`src/source/tcb_pkg.sv`:
```
////////////////////////////////////////////////////////////
// TCB package
// bus widths, address map and the request and response
// structs shared by the decoder and both subordinates
////////////////////////////////////////////////////////////

package tcb_pkg;

  ////////////////////////////////////////////////////////////
  // bus geometry
  ////////////////////////////////////////////////////////////

  // byte address width
  localparam int unsigned TCB_AW = 16;
  // data width
  localparam int unsigned TCB_DW = 32;
  // one enable per data byte
  localparam int unsigned TCB_BW = TCB_DW / 8;

  // response follows the transfer edge by this many cycles
  // RTL is built for exactly one, the decoder select is a single stage
  localparam int unsigned TCB_DLY = 1;

  ////////////////////////////////////////////////////////////
  // address map
  ////////////////////////////////////////////////////////////

  // sram word index width, 256 words
  localparam int unsigned SRAM_AW = 8;

  // region number taken from address bits 15:12
  localparam logic [3:0] MAP_SRAM = 4'd0;
  localparam logic [3:0] MAP_GPIO = 4'd1;

  // gpio register byte offsets within the region
  localparam logic [11:0] GPIO_DRIVE_OFS = 12'h000;
  localparam logic [11:0] GPIO_SENSE_OFS = 12'h004;

  ////////////////////////////////////////////////////////////
  // request and response
  ////////////////////////////////////////////////////////////

  typedef struct packed {
    logic              wen;  // write enable
    logic [TCB_AW-1:0] adr;  // byte address
    logic [TCB_BW-1:0] ben;  // byte enables
    logic [TCB_DW-1:0] wdt;  // write data
  } tcb_req_t;

  typedef struct packed {
    logic [TCB_DW-1:0] rdt;  // read data, zero for writes
    logic              err;  // error
  } tcb_rsp_t;

endpackage

```
`src/source/tcb_dec.sv`:
```
////////////////////////////////////////////////////////////
// TCB address decoder
// steers one manager port to the sram or the gpio block,
// answers unmapped regions itself with an error response
////////////////////////////////////////////////////////////

`timescale 1ns/1ps

module tcb_dec (
  input  logic              bus,
  input  logic              arst_n,
  // manager port
  input  tcb_pkg::tcb_req_t man_req,
  input  logic              man_vld,
  output logic              man_rdy,
  output tcb_pkg::tcb_rsp_t man_rsp,
  // sram subordinate
  output logic              sram_vld,
  input  logic              sram_rdy,
  input  tcb_pkg::tcb_rsp_t sram_rsp,
  // gpio subordinate
  output logic              gpio_vld,
  input  logic              gpio_rdy,
  input  tcb_pkg::tcb_rsp_t gpio_rsp,
  // request broadcast to both
  output tcb_pkg::tcb_req_t sub_req
);
  import tcb_pkg::*;

  // region field of the request
  logic [3:0] region;
  logic       hit_sram;
  logic       hit_gpio;
  logic       hit_none;

  // transfer on the manager port
  logic trn;

  // select of the response in flight
  logic sel_sram;
  logic sel_gpio;
  logic err_pend;

  ////////////////////////////////////////////////////////////
  // request path
  ////////////////////////////////////////////////////////////

  assign region   = man_req.adr[TCB_AW-1:TCB_AW-4];
  assign hit_sram = (region == MAP_SRAM);
  assign hit_gpio = (region == MAP_GPIO);
  assign hit_none = ~hit_sram & ~hit_gpio;

  // same request everywhere, only vld is gated
  assign sub_req  = man_req;
  assign sram_vld = man_vld & hit_sram;
  assign gpio_vld = man_vld & hit_gpio;

  // unmapped access never stalls
  assign man_rdy = hit_sram ? sram_rdy : (hit_gpio ? gpio_rdy : 1'b1);
  assign trn     = man_vld & man_rdy;

  ////////////////////////////////////////////////////////////
  // response path
  ////////////////////////////////////////////////////////////

  // region of the last transfer, one stage matches TCB_DLY
  always_ff @(posedge bus or negedge arst_n) begin
    if (!arst_n) begin
      sel_sram <= 1'b0;
      sel_gpio <= 1'b0;
      err_pend <= 1'b0;
    end else if (trn) begin
      sel_sram <= hit_sram;
      sel_gpio <= hit_gpio;
      err_pend <= hit_none;
    end
  end

  always_comb begin
    if (sel_sram) begin
      man_rsp = sram_rsp;
    end else if (sel_gpio) begin
      man_rsp = gpio_rsp;
    end else begin
      // error region, zero data
      man_rsp.rdt = '0;
      man_rsp.err = err_pend;
    end
  end

endmodule

```
`config.mk`:
```
export PLATFORM = sky130hd
export DESIGN_NAME = tcb_dec
export DESIGN_NICKNAME = d
export VERILOG_FILES = /design/src/source/tcb_pkg.sv /design/src/source/tcb_dec.sv
export SDC_FILE = /design/constraint.sdc
export NUM_CORES = 1
export LEC_CHECK = 0
export BUFFER_PORTS_ARGS = -buffer_cell sky130_fd_sc_hd__buf_2
export CAP_MARGIN = 20
export CORE_AREA = 5 5 79 81
export DETAILED_ROUTE_END_ITERATION = 8
export DIE_AREA = 0 0 84 86
export HOLD_SLACK_MARGIN = 0.03
export MAX_ROUTING_LAYER = met4
export PLACE_DENSITY = 0.71
export REMOVE_ABC_BUFFERS = 1
export SLEW_MARGIN = 25
export SYNTH_ARGS = -nofsm -noshare
export SYNTH_HDL_FRONTEND = slang
export SYNTH_SLANG_ARGS = --single-unit
export TNS_END_PERCENT = 30
```
`constraint.sdc`:
```
create_clock -name bus -period 1.6 [get_ports bus]
set_input_delay 0.48 -clock bus [delete_from_list [all_inputs] [get_ports bus]]
set_output_delay 0.48 -clock bus [all_outputs]
set_load 0.01 [all_outputs]
```
==> metrics.sh <==
RUN_STATUS='finished with violations'
VIOLATIONS='setup timing'
DRIVE_ABOVE_1_SHARE_PCT=72.43
SWITCHING_POWER_W=0.0001609
INTERNAL_POWER_W=0.0003839
POWER_FRAC_CLOCK_PCT=41.0
SW_FRAC_OF_TOTAL_PCT=29.54
CRITPATHARRIVALTIME_NS=1.23
FINAL.SETUP.TNS_NS=-2.941
FINISH.NET_COUNT=310
CLOCK_SLEW_AT_THE_REGISTER_CLOCK_PINS_OF_THE_WORST_SETUP_AND_HOLD_PATHS_NS=0.03
P_PER_AREA_mW_PER_MM2=413.2
FILLCELLCOUNT=617
FIN_CRIT_SH_PCT=106.6
FINALWORSTPATHREQUIREDPERIOD_NS=1.706
SYNTH.AVG_CELL_AREA_UM2=7.959
NUM_ANTENNA_CELLS=0
FLOW.AREA_GROWTH_FROM_SYNTHESIS_PCT=39.23
CTS.ROOT.BUFFER_CELL='sky130_fd_sc_hd__clkbuf_8'
VIA_COUNT_OF_THE_FIRST_GLOBAL_ROUTING_PASS=1192
SYNTH.FF_LATCH_COUNT=3
CORE_REGION_AREA_MM2=0.005405
NETLIST_AREA_UM2=947.2
DRT-WIRELENGTH-PER-CELL_UM=23.14
SETUP_SKEW_AFTER_LAYOUT_NS=0
TIMING.CRITICAL_PATH.SLOWEST_STAGE_CELL='sky130_fd_sc_hd__dfrtp_1'
CTS.REPAIR_TIMING.SETUP_BUFFER_COUNT=0
NUM_IO_PINS=213
FLOORPLAN.INITIALDENSITY_PCT=17.52
TIMING.MAX_CAP.VIOLATIONS=0
NUM_VIAS=1134
YS_WARN_COUNT=0
SYNTH_CELL_TYPE_COUNT=19
POSTLAYOUTCELLAREA_MM2=0.001319
COMB_POWER_SHARE_PCT=43.7
FP-ROW-COUNT=27
GLOBAL_ROUTE_WIRE_LENGTH_BEFORE_REPAIR_UM=7721
CTS_NUM_SINKS=3
FINAL_ANTENNA_NET_COUNT=0
DETAIL_ROUTE.FIRST_PASS.ITERATIONS=4
MAX-CLOCK-PATH-BUFFERS=2
CP_MAX_FO=30
GP_ROUTABILITY_CONGESTION=0.7272
DIE_WIDTH_UM=84
CRITICALPATHCATEGORY='flop to output port'
YOSYSSEQAREASHARE_PCT=7.926
FINAL_CRITICAL_PATH_SETUP_SLACK_NS=-0.1064
PIN_COUNT_OF_THE_BIGGEST_NET_ENTERING_GLOBAL_ROUTING=39
TOTALWIRELENGTH_UM=5946
CP_DATA_REQUIRED_TIME_NS=1.12
DPL.HPWL_UM=5063
IRDROPWORSTVDD_V=0.0001737
TIMING.SLEW.HEADROOM_PCT=85.28
CLOCK_TREE.HTREE_LEVEL_COUNT=1
WORST_MIN_PATH_CLASS='primary input to asynchronous set/reset pin'
FINISH.UTILIZATION_PCT=24.40
WORSTMARGINPINSLEW_NS=0.2146
FMAXACHIEVABLE_MHz=586.0
CRIT_CHAIN='inv_2 > nor2_4 > buf_12 > a22o_1 > buf_2'
NUMBER_OF_BUFFERS_AND_INVERTERS_ON_THE_CRITICAL_PATH=3
GRT_OVERFLOW=0
NUMBER_OF_HOLD_VIOLATIONS_IN_THE_FINAL_REPORT=0
CP_SLOWEST_STAGE_DELAY_NS=0.37
DRC=0
DRT_FIRST_ITER_VIOLATIONS=23
CPLARGESTDELAYFAMILY='flip-flops'
CLK_LATENCY_NS=0.22
POST-PLACE-WS_NS=-0.1453
FINAL_MAX_SLEW_VIOL_COUNT=0
NETLIST_INSTANCES=119
CRIT_PATH_END_KIND='output port'
TIMING.FINAL.SETUP_VIOLATIONS=33
STATIC-LEAKAGE-POWER_nW=0.7598
DIEAREA_MM2=0.007224
GRT_SETUP_UNREPAIRED='yes'
CTS_TREE='yes'
BUFFER_PORTS.INSERTED=114
SEQPWRFRAC_PCT=15.3
DIE_HEIGHT_UM=86
PLACE_AREA_MM2=0.001235
STARTPOINT_TYPE='flop'
NUMBER_OF_BUFFERS_ADDED_BY_THE_CLOCK_TREE_SYNTHESIS_STEP=3
GRT_ANTENNA_BEFORE_REPAIR=0
DRT-VIAS-PER-INSTANCE=4.412
GRT_UTIL_OVERALL_PCT=15.31
## flip-flops by register name, indices dropped and copies added (netlist names)
name,count
err_pend,1
sel_sram,1
sel_gpio,1
## per-layer routing
| metal | global-route usage [%] | vias to the layer above | share of wire (%) |
|---|---|---|---|
| met5 | - | - | 0 |
| met3 | 18.83 | 4 | 28 |
| met2 | 18.15 | 146 | 37 |
| met4 | 3.070 | 0 | 0.71 |
| met1 | 15.75 | 475 | 34 |
| li1 | - | 509 | - |
## metrics by stage
stage,hold slack [ns],total power [W],std cells
4_1_cts,0.05248,0.0005430,257
5_1_grt,0.05083,0.0005744,257
6_report,0.05064,0.0005449,257
3_5_place_dp,0.2779,0.0003140,253
2_1_floorplan,0.1844,0.0001546,59
3_3_place_gp,0.2765,0.0003081,253
## Yosys cell counts (all sizes together)
cell type	count	area share, %
a22o	30	28
a2bb2oi	2	1.8
and3	1	0.66
buf	59	48
clkbuf	1	0.40
clkinv	1	0.40
dfrtp	3	7.9
inv	1	0.40
mux2i	2	2.1
nand2	7	2.8
nand2b	1	0.66
nor2	1	1.2
nor3	2	1.1
o21ai	5	2.6
o22ai	1	0.66
o2bb2ai	1	0.92
or3	1	0.66
## placed cells by master (no fill, tap or decap)
master	Yosys	layout
sky130_fd_sc_hd__nand2_1	7	4
sky130_fd_sc_hd__o21ai_1	4	4
sky130_fd_sc_hd__nor3_4	0	1
sky130_fd_sc_hd__dfrtp_2	0	1
sky130_fd_sc_hd__nand2b_1	1	1
sky130_fd_sc_hd__o22ai_1	1	1
sky130_fd_sc_hd__or3_4	0	1
sky130_fd_sc_hd__nor2_4	1	1
sky130_fd_sc_hd__clkbuf_1	1	1
sky130_fd_sc_hd__buf_12	0	2
sky130_fd_sc_hd__a2bb2oi_1	2	2
sky130_fd_sc_hd__dfrtp_1	3	2
sky130_fd_sc_hd__a22o_1	30	30
sky130_fd_sc_hd__buf_2	0	112
sky130_fd_sc_hd__and3_1	1	1
sky130_fd_sc_hd__clkbuf_8	0	3
sky130_fd_sc_hd__mux2i_1	2	2
sky130_fd_sc_hd__buf_6	3	1
sky130_fd_sc_hd__nor3_2	0	1
sky130_fd_sc_hd__o21ai_0	1	1
sky130_fd_sc_hd__buf_4	56	7
sky130_fd_sc_hd__clkinv_1	1	1
sky130_fd_sc_hd__o2bb2ai_1	1	1
sky130_fd_sc_hd__nand2_2	0	3
sky130_fd_sc_hd__inv_2	1	1
## power groups by stage
stage / Clock, W / Combinational (W) / Sequential, W
after floorplan: 0 / 0.0000662 / 0.0000884
after global placement: 0 / 0.000224 / 0.0000838
after detailed placement: 0 / 0.000230 / 0.0000840
after CTS: 0.000223 / 0.000237 / 0.0000832
after global routing: 0.000229 / 0.000261 / 0.0000839
final: 0.000223 / 0.000238 / 0.0000833
## worst reg2reg max path: cells and delay by family, from the launching register on
| kind | cells | cell delay, ns |
|---|---|---|
| buffers and inverters | 1 | 0.18 |
| AO/OA/AOI/OAI | 2 | 0.21 |
| flip-flops | 1 | 0.42 |
## layout make-up
type	instances	area (um^2)	share of cell area (%)
tap	72	90.09	6.831
inverter	2	7.507	0.5693
sequential	3	76.32	5.787
timing repair buffer	122	664.4	50.38
clock buffer	4	45.04	3.416
multi-input combinational	54	435.4	33.02
## kinds of logic after synthesis
kind of cell / synth area share [%]
and+or+nand+nor: 7.003
buffers and inverters: 49.14
DFF: 7.926
muxes: 2.114
AOI/OAI and AO/OA: 33.82
## timing repair
item	in CTS	in global routing
gates resized for setup	8	2
hold buffers	0	0
endpoints found under the setup margin	36	36
pin swaps	16	11
## final timing paths
path | to | cells past startpoint | from | slack, ns
hold / removal | err_pend$_DFFE_PN0P_ | 1 | arst_n | 0.05
setup / recovery | man_rsp[22] | 5 | sel_gpio$_DFFE_PN0P_ | -0.11
min in group bus | sel_gpio$_DFFE_PN0P_ | 2 | man_vld | 0.50
setup reg to reg | sel_sram$_DFFE_PN0P_ | 3 | sel_sram$_DFFE_PN0P_ | 0.66
max in group asynchronous | sel_sram$_DFFE_PN0P_ | 1 | arst_n | 1.43
hold reg to reg | err_pend$_DFFE_PN0P_ | 2 | err_pend$_DFFE_PN0P_ | 0.51
No activity file was read; power rests on OpenSTA's default activity.
