--- src/source/tcb_pkg.sv ---
////////////////////////////////////////////////////////////
// TCB package
// bus widths, address map and the request and response
// structs shared by the decoder and both subordinates
////////////////////////////////////////////////////////////

package tcb_pkg;

  ////////////////////////////////////////////////////////////
  // bus geometry
  ////////////////////////////////////////////////////////////

  // byte address width
  localparam int unsigned TCB_AW = 16;
  // data width
  localparam int unsigned TCB_DW = 32;
  // one enable per data byte
  localparam int unsigned TCB_BW = TCB_DW / 8;

  // response follows the transfer edge by this many cycles
  // RTL is built for exactly one, the decoder select is a single stage
  localparam int unsigned TCB_DLY = 1;

  ////////////////////////////////////////////////////////////
  // address map
  ////////////////////////////////////////////////////////////

  // sram word index width, 256 words
  localparam int unsigned SRAM_AW = 8;

  // region number taken from address bits 15:12
  localparam logic [3:0] MAP_SRAM = 4'd0;
  localparam logic [3:0] MAP_GPIO = 4'd1;

  // gpio register byte offsets within the region
  localparam logic [11:0] GPIO_DRIVE_OFS = 12'h000;
  localparam logic [11:0] GPIO_SENSE_OFS = 12'h004;

  ////////////////////////////////////////////////////////////
  // request and response
  ////////////////////////////////////////////////////////////

  typedef struct packed {
    logic              wen;  // write enable
    logic [TCB_AW-1:0] adr;  // byte address
    logic [TCB_BW-1:0] ben;  // byte enables
    logic [TCB_DW-1:0] wdt;  // write data
  } tcb_req_t;

  typedef struct packed {
    logic [TCB_DW-1:0] rdt;  // read data, zero for writes
    logic              err;  // error
  } tcb_rsp_t;

endpackage

--- src/source/tcb_gpio.sv ---
////////////////////////////////////////////////////////////
// TCB GPIO subordinate
// drive register out to the pins, synchronized sense
// register in, error on any other access
////////////////////////////////////////////////////////////

`timescale 1ns/1ps

module tcb_gpio (
  input  logic                      bus,
  input  logic                      arst_n,
  input  tcb_pkg::tcb_req_t         req,
  input  logic                      vld,
  output logic                      rdy,
  output tcb_pkg::tcb_rsp_t         rsp,
  // pins
  output logic [tcb_pkg::TCB_DW-1:0] pin_drive,
  input  logic [tcb_pkg::TCB_DW-1:0] pin_sense
);
  import tcb_pkg::*;

  // register decode
  logic [11:0] ofs;
  logic        acc_drive;
  logic        acc_sense;
  logic        bad;
  logic        trn;

  // two flop synchronizer, sense_q is the readable copy
  logic [TCB_DW-1:0] sense_m;
  logic [TCB_DW-1:0] sense_q;

  assign ofs       = req.adr[11:0];
  assign acc_drive = (ofs == GPIO_DRIVE_OFS);
  assign acc_sense = (ofs == GPIO_SENSE_OFS);
  // sense is read only, other offsets unmapped
  assign bad       = ~(acc_drive | (acc_sense & ~req.wen));

  // no wait states
  assign rdy = 1'b1;
  assign trn = vld & rdy;

  ////////////////////////////////////////////////////////////
  // registers
  ////////////////////////////////////////////////////////////

  always_ff @(posedge bus or negedge arst_n) begin
    if (!arst_n) begin
      pin_drive <= '0;
    end else if (trn && req.wen && acc_drive) begin
      for (int i = 0; i < TCB_BW; i++) begin
        if (req.ben[i]) pin_drive[8*i +: 8] <= req.wdt[8*i +: 8];
      end
    end
  end

  always_ff @(posedge bus or negedge arst_n) begin
    if (!arst_n) begin
      sense_m <= '0;
      sense_q <= '0;
    end else begin
      sense_m <= pin_sense;
      sense_q <= sense_m;
    end
  end

  // response, data only for legal reads
  always_ff @(posedge bus or negedge arst_n) begin
    if (!arst_n) begin
      rsp <= '0;
    end else if (trn) begin
      rsp.err <= bad;
      if (req.wen || bad) rsp.rdt <= '0;
      else                rsp.rdt <= acc_drive ? pin_drive : sense_q;
    end
  end

endmodule

--- config.mk ---
export PLATFORM = sky130hd
export DESIGN_NAME = tcb_gpio
export DESIGN_NICKNAME = d
export VERILOG_FILES = /design/src/source/tcb_pkg.sv /design/src/source/tcb_gpio.sv
export SDC_FILE = /design/constraint.sdc
export NUM_CORES = 1
export LEC_CHECK = 0
export ABC_AREA = 0
export BUFFER_PORTS_ARGS = -buffer_cell sky130_fd_sc_hd__buf_2
export CAP_MARGIN = 5
export CORE_ASPECT_RATIO = 1.75
export CORE_MARGIN = 3
export CORE_UTILIZATION = 41
export CTS_BUF_LIST = sky130_fd_sc_hd__clkbuf_4
export CTS_CLUSTER_SIZE = 25
export DETAILED_ROUTE_END_ITERATION = 10
export PLACE_DENSITY = 0.67
export SYNTH_ARGS = -nofsm -noshare
export SYNTH_HDL_FRONTEND = slang
export SYNTH_SLANG_ARGS = --single-unit
--- constraint.sdc ---
create_clock -name bus -period 1 [get_ports bus]
set_input_delay 0.2 -clock bus [delete_from_list [all_inputs] [get_ports bus]]
set_output_delay 0.2 -clock bus [all_outputs]
set_load 0.05 [all_outputs]
==> metrics.txt <==
# TYPE chip_impl_metric gauge
chip_impl_metric{name="die_height",unit="µm"} 148
chip_impl_metric{name="combined_area_of_all_synthesized_cells",unit="mm²"} 0.00471
chip_impl_info{name="startpoint_type",value="input port"} 1
chip_impl_metric{name="ys_seq_area_frac",unit=""} 0.685
chip_impl_metric{name="cp.arrival",unit="ns"} 1.85
chip_impl_info{name="slowest_stage_cell_on_the_critical_path",value="or4b_4"} 1
chip_impl_metric{name="grt.overflow.total",unit=""} 0
chip_impl_metric{name="numPortBuffers",unit=""} 148
chip_impl_metric{name="floorplan.initialDensity",unit=""} 0.422
chip_impl_metric{name="post-route-worst-setup-slack",unit="ns"} -0.424
chip_impl_info{name="timing.setup.critical_path_class",value="in2reg"} 1
chip_impl_metric{name="critical_path_peak_fanout",unit=""} 8
chip_impl_info{name="violations_in_the_final_reports",value="setup timing"} 1
chip_impl_metric{name="gp_congestion",unit=""} 0.767
chip_impl_metric{name="min_path_cells",unit=""} 4
chip_impl_metric{name="grt_max_degree",unit=""} 34
chip_impl_metric{name="cts_num_sinks",unit=""} 129
chip_impl_metric{name="tritoncts_buffer_count",unit=""} 17
chip_impl_metric{name="via_per_inst",unit=""} 4.74
chip_impl_metric{name="tns_setup",unit="ns"} -40.78
chip_impl_metric{name="h_tree_level_count",unit=""} 4
chip_impl_metric{name="grt_pass1_wl",unit="mm"} 19.9
chip_impl_metric{name="timing.reg2reg.worst_path_depth",unit=""} 4
chip_impl_info{name="outcome",value="finished, violations left"} 1
chip_impl_info{name="critical_path.reg2reg.endpoint",value="rsp[4]$_DFFE_PN0P_"} 1
chip_impl_metric{name="fp-row-count",unit=""} 51
chip_impl_metric{name="worst-endpoint-required",unit="ns"} 1.43
chip_impl_metric{name="cpPeakStageDelay",unit="ns"} 0.63
chip_impl_metric{name="post_syn_area_per_cell",unit="µm²"} 16.1
chip_impl_metric{name="finalCoreUtilization",unit=""} 0.701
chip_impl_metric{name="power.static_leakage",unit="nW"} 3.81
chip_impl_info{name="rsz0062_at_grt",value="true"} 1
chip_impl_metric{name="final_cell_area_excluding_filler_cells",unit="mm²"} 0.00782
chip_impl_info{name="worstPathCellList",value="buf_6 -> or4b_4 -> or4_4 -> buf_12 -> buf_12 -> o22ai_4"} 1
chip_impl_metric{name="setup_viol_count_final",unit=""} 129
chip_impl_metric{name="power-per-cell-area",unit="mW/mm²"} 1200
chip_impl_metric{name="worst_setup_hold_path_clk_slew",unit="ns"} 0.10
chip_impl_metric{name="fin_worst_skew",unit="ns"} 0.0118
chip_impl_metric{name="met2_length",unit="mm"} 7.57
chip_impl_metric{name="ff2ff_setup_slack",unit="ns"} -0.20
chip_impl_info{name="critical_path.endpoint_type",value="flip-flop"} 1
chip_impl_metric{name="finalMaxSlewViolations",unit=""} 0
chip_impl_metric{name="post_dp_area",unit="mm²"} 0.00577
chip_impl_metric{name="drc",unit=""} 0
chip_impl_metric{name="power.ir.vdd_worst",unit="µV"} 862
chip_impl_info{name="clk_root_buffer_cell",value="clkbuf_4"} 1
chip_impl_metric{name="layout.nets",unit=""} 674
chip_impl_metric{name="wl_met3",unit="µm"} 770
chip_impl_metric{name="wl_per_cell",unit="µm"} 17.9
chip_impl_info{name="tritoncts",value="built"} 1
chip_impl_metric{name="crit_buf_inv",unit=""} 3
chip_impl_metric{name="fp.dieW",unit="µm"} 87.1
chip_impl_metric{name="max_slew.worst_pin.slew",unit="ns"} 0.679
chip_impl_info{name="worst_r2r_startpoint",value="pin_drive[3]$_DFFE_PN0P_"} 1
chip_impl_metric{name="yosys_warnings",unit=""} 0
chip_impl_metric{name="top_level_ports",unit=""} 154
chip_impl_info{name="first_element_of_the_critical_path",value="req[36]"} 1
chip_impl_metric{name="drtAntennaViolNets",unit=""} 0
chip_impl_metric{name="drt_first_pass_iters",unit=""} 5
chip_impl_metric{name="grt_antenna_before_repair",unit=""} 2
chip_impl_metric{name="synth.distinct_cells",unit=""} 22
chip_impl_info{name="setup.worst_path.end",value="rsp[4]$_DFFE_PN0P_"} 1
chip_impl_metric{name="drt_wl_total",unit="mm"} 13.1
chip_impl_metric{name="finalCritPeriodShare",unit=""} 1.42
chip_impl_info{name="critPathTopFamily",value="simple AND/OR/NAND/NOR gates"} 1
chip_impl_metric{name="sum_of_net_half_perimeters_after_detailed_placement",unit="mm"} 7.31
chip_impl_metric{name="synth_enable_flop_cells",unit=""} 0
chip_impl_metric{name="cell_count_after_synthesis",unit=""} 293
chip_impl_metric{name="ys_async_sr_fraction",unit=""} 1.00
chip_impl_info{name="ys_dominant_reg_cell",value="dfrtp_1"} 1
chip_impl_metric{name="track_usage",unit=""} 0.208
chip_impl_metric{name="critical_path_cell_count",unit=""} 6
chip_impl_info{name="top_sig_layer",value="met5"} 1
chip_impl_info{name="min-delay-path-class",value="in2reg"} 1
chip_impl_metric{name="achievable-frequency",unit="GHz"} 0.702
chip_impl_metric{name="area_growth",unit="%"} 65.9
chip_impl_metric{name="fin_crit",unit="ns"} 1.42
chip_impl_metric{name="hold_viol_final",unit=""} 0
chip_impl_metric{name="synth_seq_cells",unit=""} 129
chip_impl_metric{name="drive_above_1_share",unit=""} 0.550
chip_impl_metric{name="grt_pass1_vias",unit=""} 3863
chip_impl_metric{name="syn-num-nets",unit=""} 381
chip_impl_metric{name="slew-limit-headroom",unit=""} 0.547
chip_impl_metric{name="wirelength_met1",unit="mm"} 4.44
chip_impl_metric{name="drt_iter0_markers",unit=""} 97
chip_impl_metric{name="cts.path.max_buffers",unit=""} 2
chip_impl_metric{name="coreArea",unit="mm²"} 0.0112
chip_impl_metric{name="worstSkewPairLatency",unit="ns"} 0.50
chip_impl_metric{name="max_cap_viol_count",unit=""} 0
chip_impl_metric{name="floorplan.die_area",unit="mm²"} 0.0129
chip_impl_info{name="critPathMostFrequentCell",value="buf_12"} 1
chip_impl_metric{name="total_power",unit="mW"} 9.41
chip_impl_metric{name="vias",unit=""} 3467
==> cell families after synthesis <==
group                  synth area share
flip-flops                        0.685
multiplexers                      0.144
buffers and inverters            0.0459
AO/OA/AOI/OAI                    0.0833
AND/OR/NAND/NOR                  0.0409
other                          0.000795
==> state kept, by name, indices dropped and copies added (netlist names) <==
| signal | cells |
|---|---|
| rsp | 33 |
| pin_drive | 32 |
| sense_q | 32 |
| sense_m | 32 |
==> cells in the mapped netlist, types with 3 or more instances <==
library cell / instances / area share
o22ai_2: 30 / 0.080
clkbuf_1: 8 / 0.0064
mux2_2: 30 / 0.072
buf_6: 3 / 0.0072
mux2i_1: 32 / 0.068
buf_4: 3 / 0.0048
nor4_4: 4 / 0.018
dfrtp_1: 129 / 0.68
or4b_2: 4 / 0.0085
inv_1: 32 / 0.025
==> worst min-delay path: cells and delay by family <==
family | cells | cell delay (ns)
AOI/OAI and AO/OA | 1 | 0.11
and+or+nand+nor | 2 | 0.16
buffers and inverters | 1 | 0.07
==> area by class of cell <==
| cell class | instances | area (µm²) |
|---|---|---|
| diodes | 3 | 7.51 |
| repair buffers | 290 | 2560 |
| flip-flops and latches | 129 | 3230 |
| well taps | 132 | 165 |
| clock inverters | 8 | 91.3 |
| inverters | 32 | 120 |
| clock buffers | 21 | 158 |
| multi-input cells | 116 | 1490 |
| fillers | 751 | 3340 |
==> repair_timing <==
| action | 4_1_cts | 5_1_grt |
|---|---|---|
| hold buffers | 66 | 0 |
| cloned | 2 | 0 |
| pin swaps | 6 | 5 |
| resized for setup | 168 | 22 |
| endpoints found under the setup margin | 129 | 130 |
| setup buffers | 41 | 18 |
| endpoints found under the hold margin | 194 | 0 |
==> power by group <==
part	internal, mW	switching [mW]
Clock	1.53	1.70
Combinational	0.425	0.371
Sequential	5.34	0.0368
==> per-layer routing <==
layer | global-route usage | vias to the layer above
li1 | - | 1608
met1 | 0.220 | 1724
met2 | 0.368 | 112
met3 | 0.0719 | 21
met4 | 0.0827 | 2
met5 | 0 | -
==> worst min-delay path by stage <==
stage	start	endpoint	slack (ns)
final	req[45]	rsp[0]$_DFFE_PN0P_	0.07
after global routing	req[45]	rsp[0]$_DFFE_PN0P_	0.08
after CTS	req[43]	rsp[0]$_DFFE_PN0P_	0.03
after detailed placement	arst_n	pin_drive[8]$_DFFE_PN0P_	0.11
after global placement	arst_n	sense_q[8]$_DFF_PN0_	0.11
after floorplan	arst_n	pin_drive[0]$_DFFE_PN0P_	-0.1
==> cells in the final DEF (no fill, tap or decap), types with 4 or more instances in the layout <==
cell             n
o22ai_4          7
buf_6           75
dfrtp_1        129
buf_2           80
mux2i_1         32
or4b_4           6
dlygate4sd3_1   66
clkbuf_4        21
mux2_4          31
inv_1           32
nor4_4           4
buf_12           9
o22ai_2         25
buf_4           58
==> metrics by stage <==
step                setup slack, ns  hold slack [ns]  instances
global route                 -0.397           0.0776        729
floorplan                    -0.880          -0.0956        293
finish                       -0.424           0.0749        731
global placement             -0.949            0.109        574
detailed placement           -0.970            0.109        574
CTS                          -0.367           0.0286        712
No activity file was read; power rests on OpenSTA's default activity.
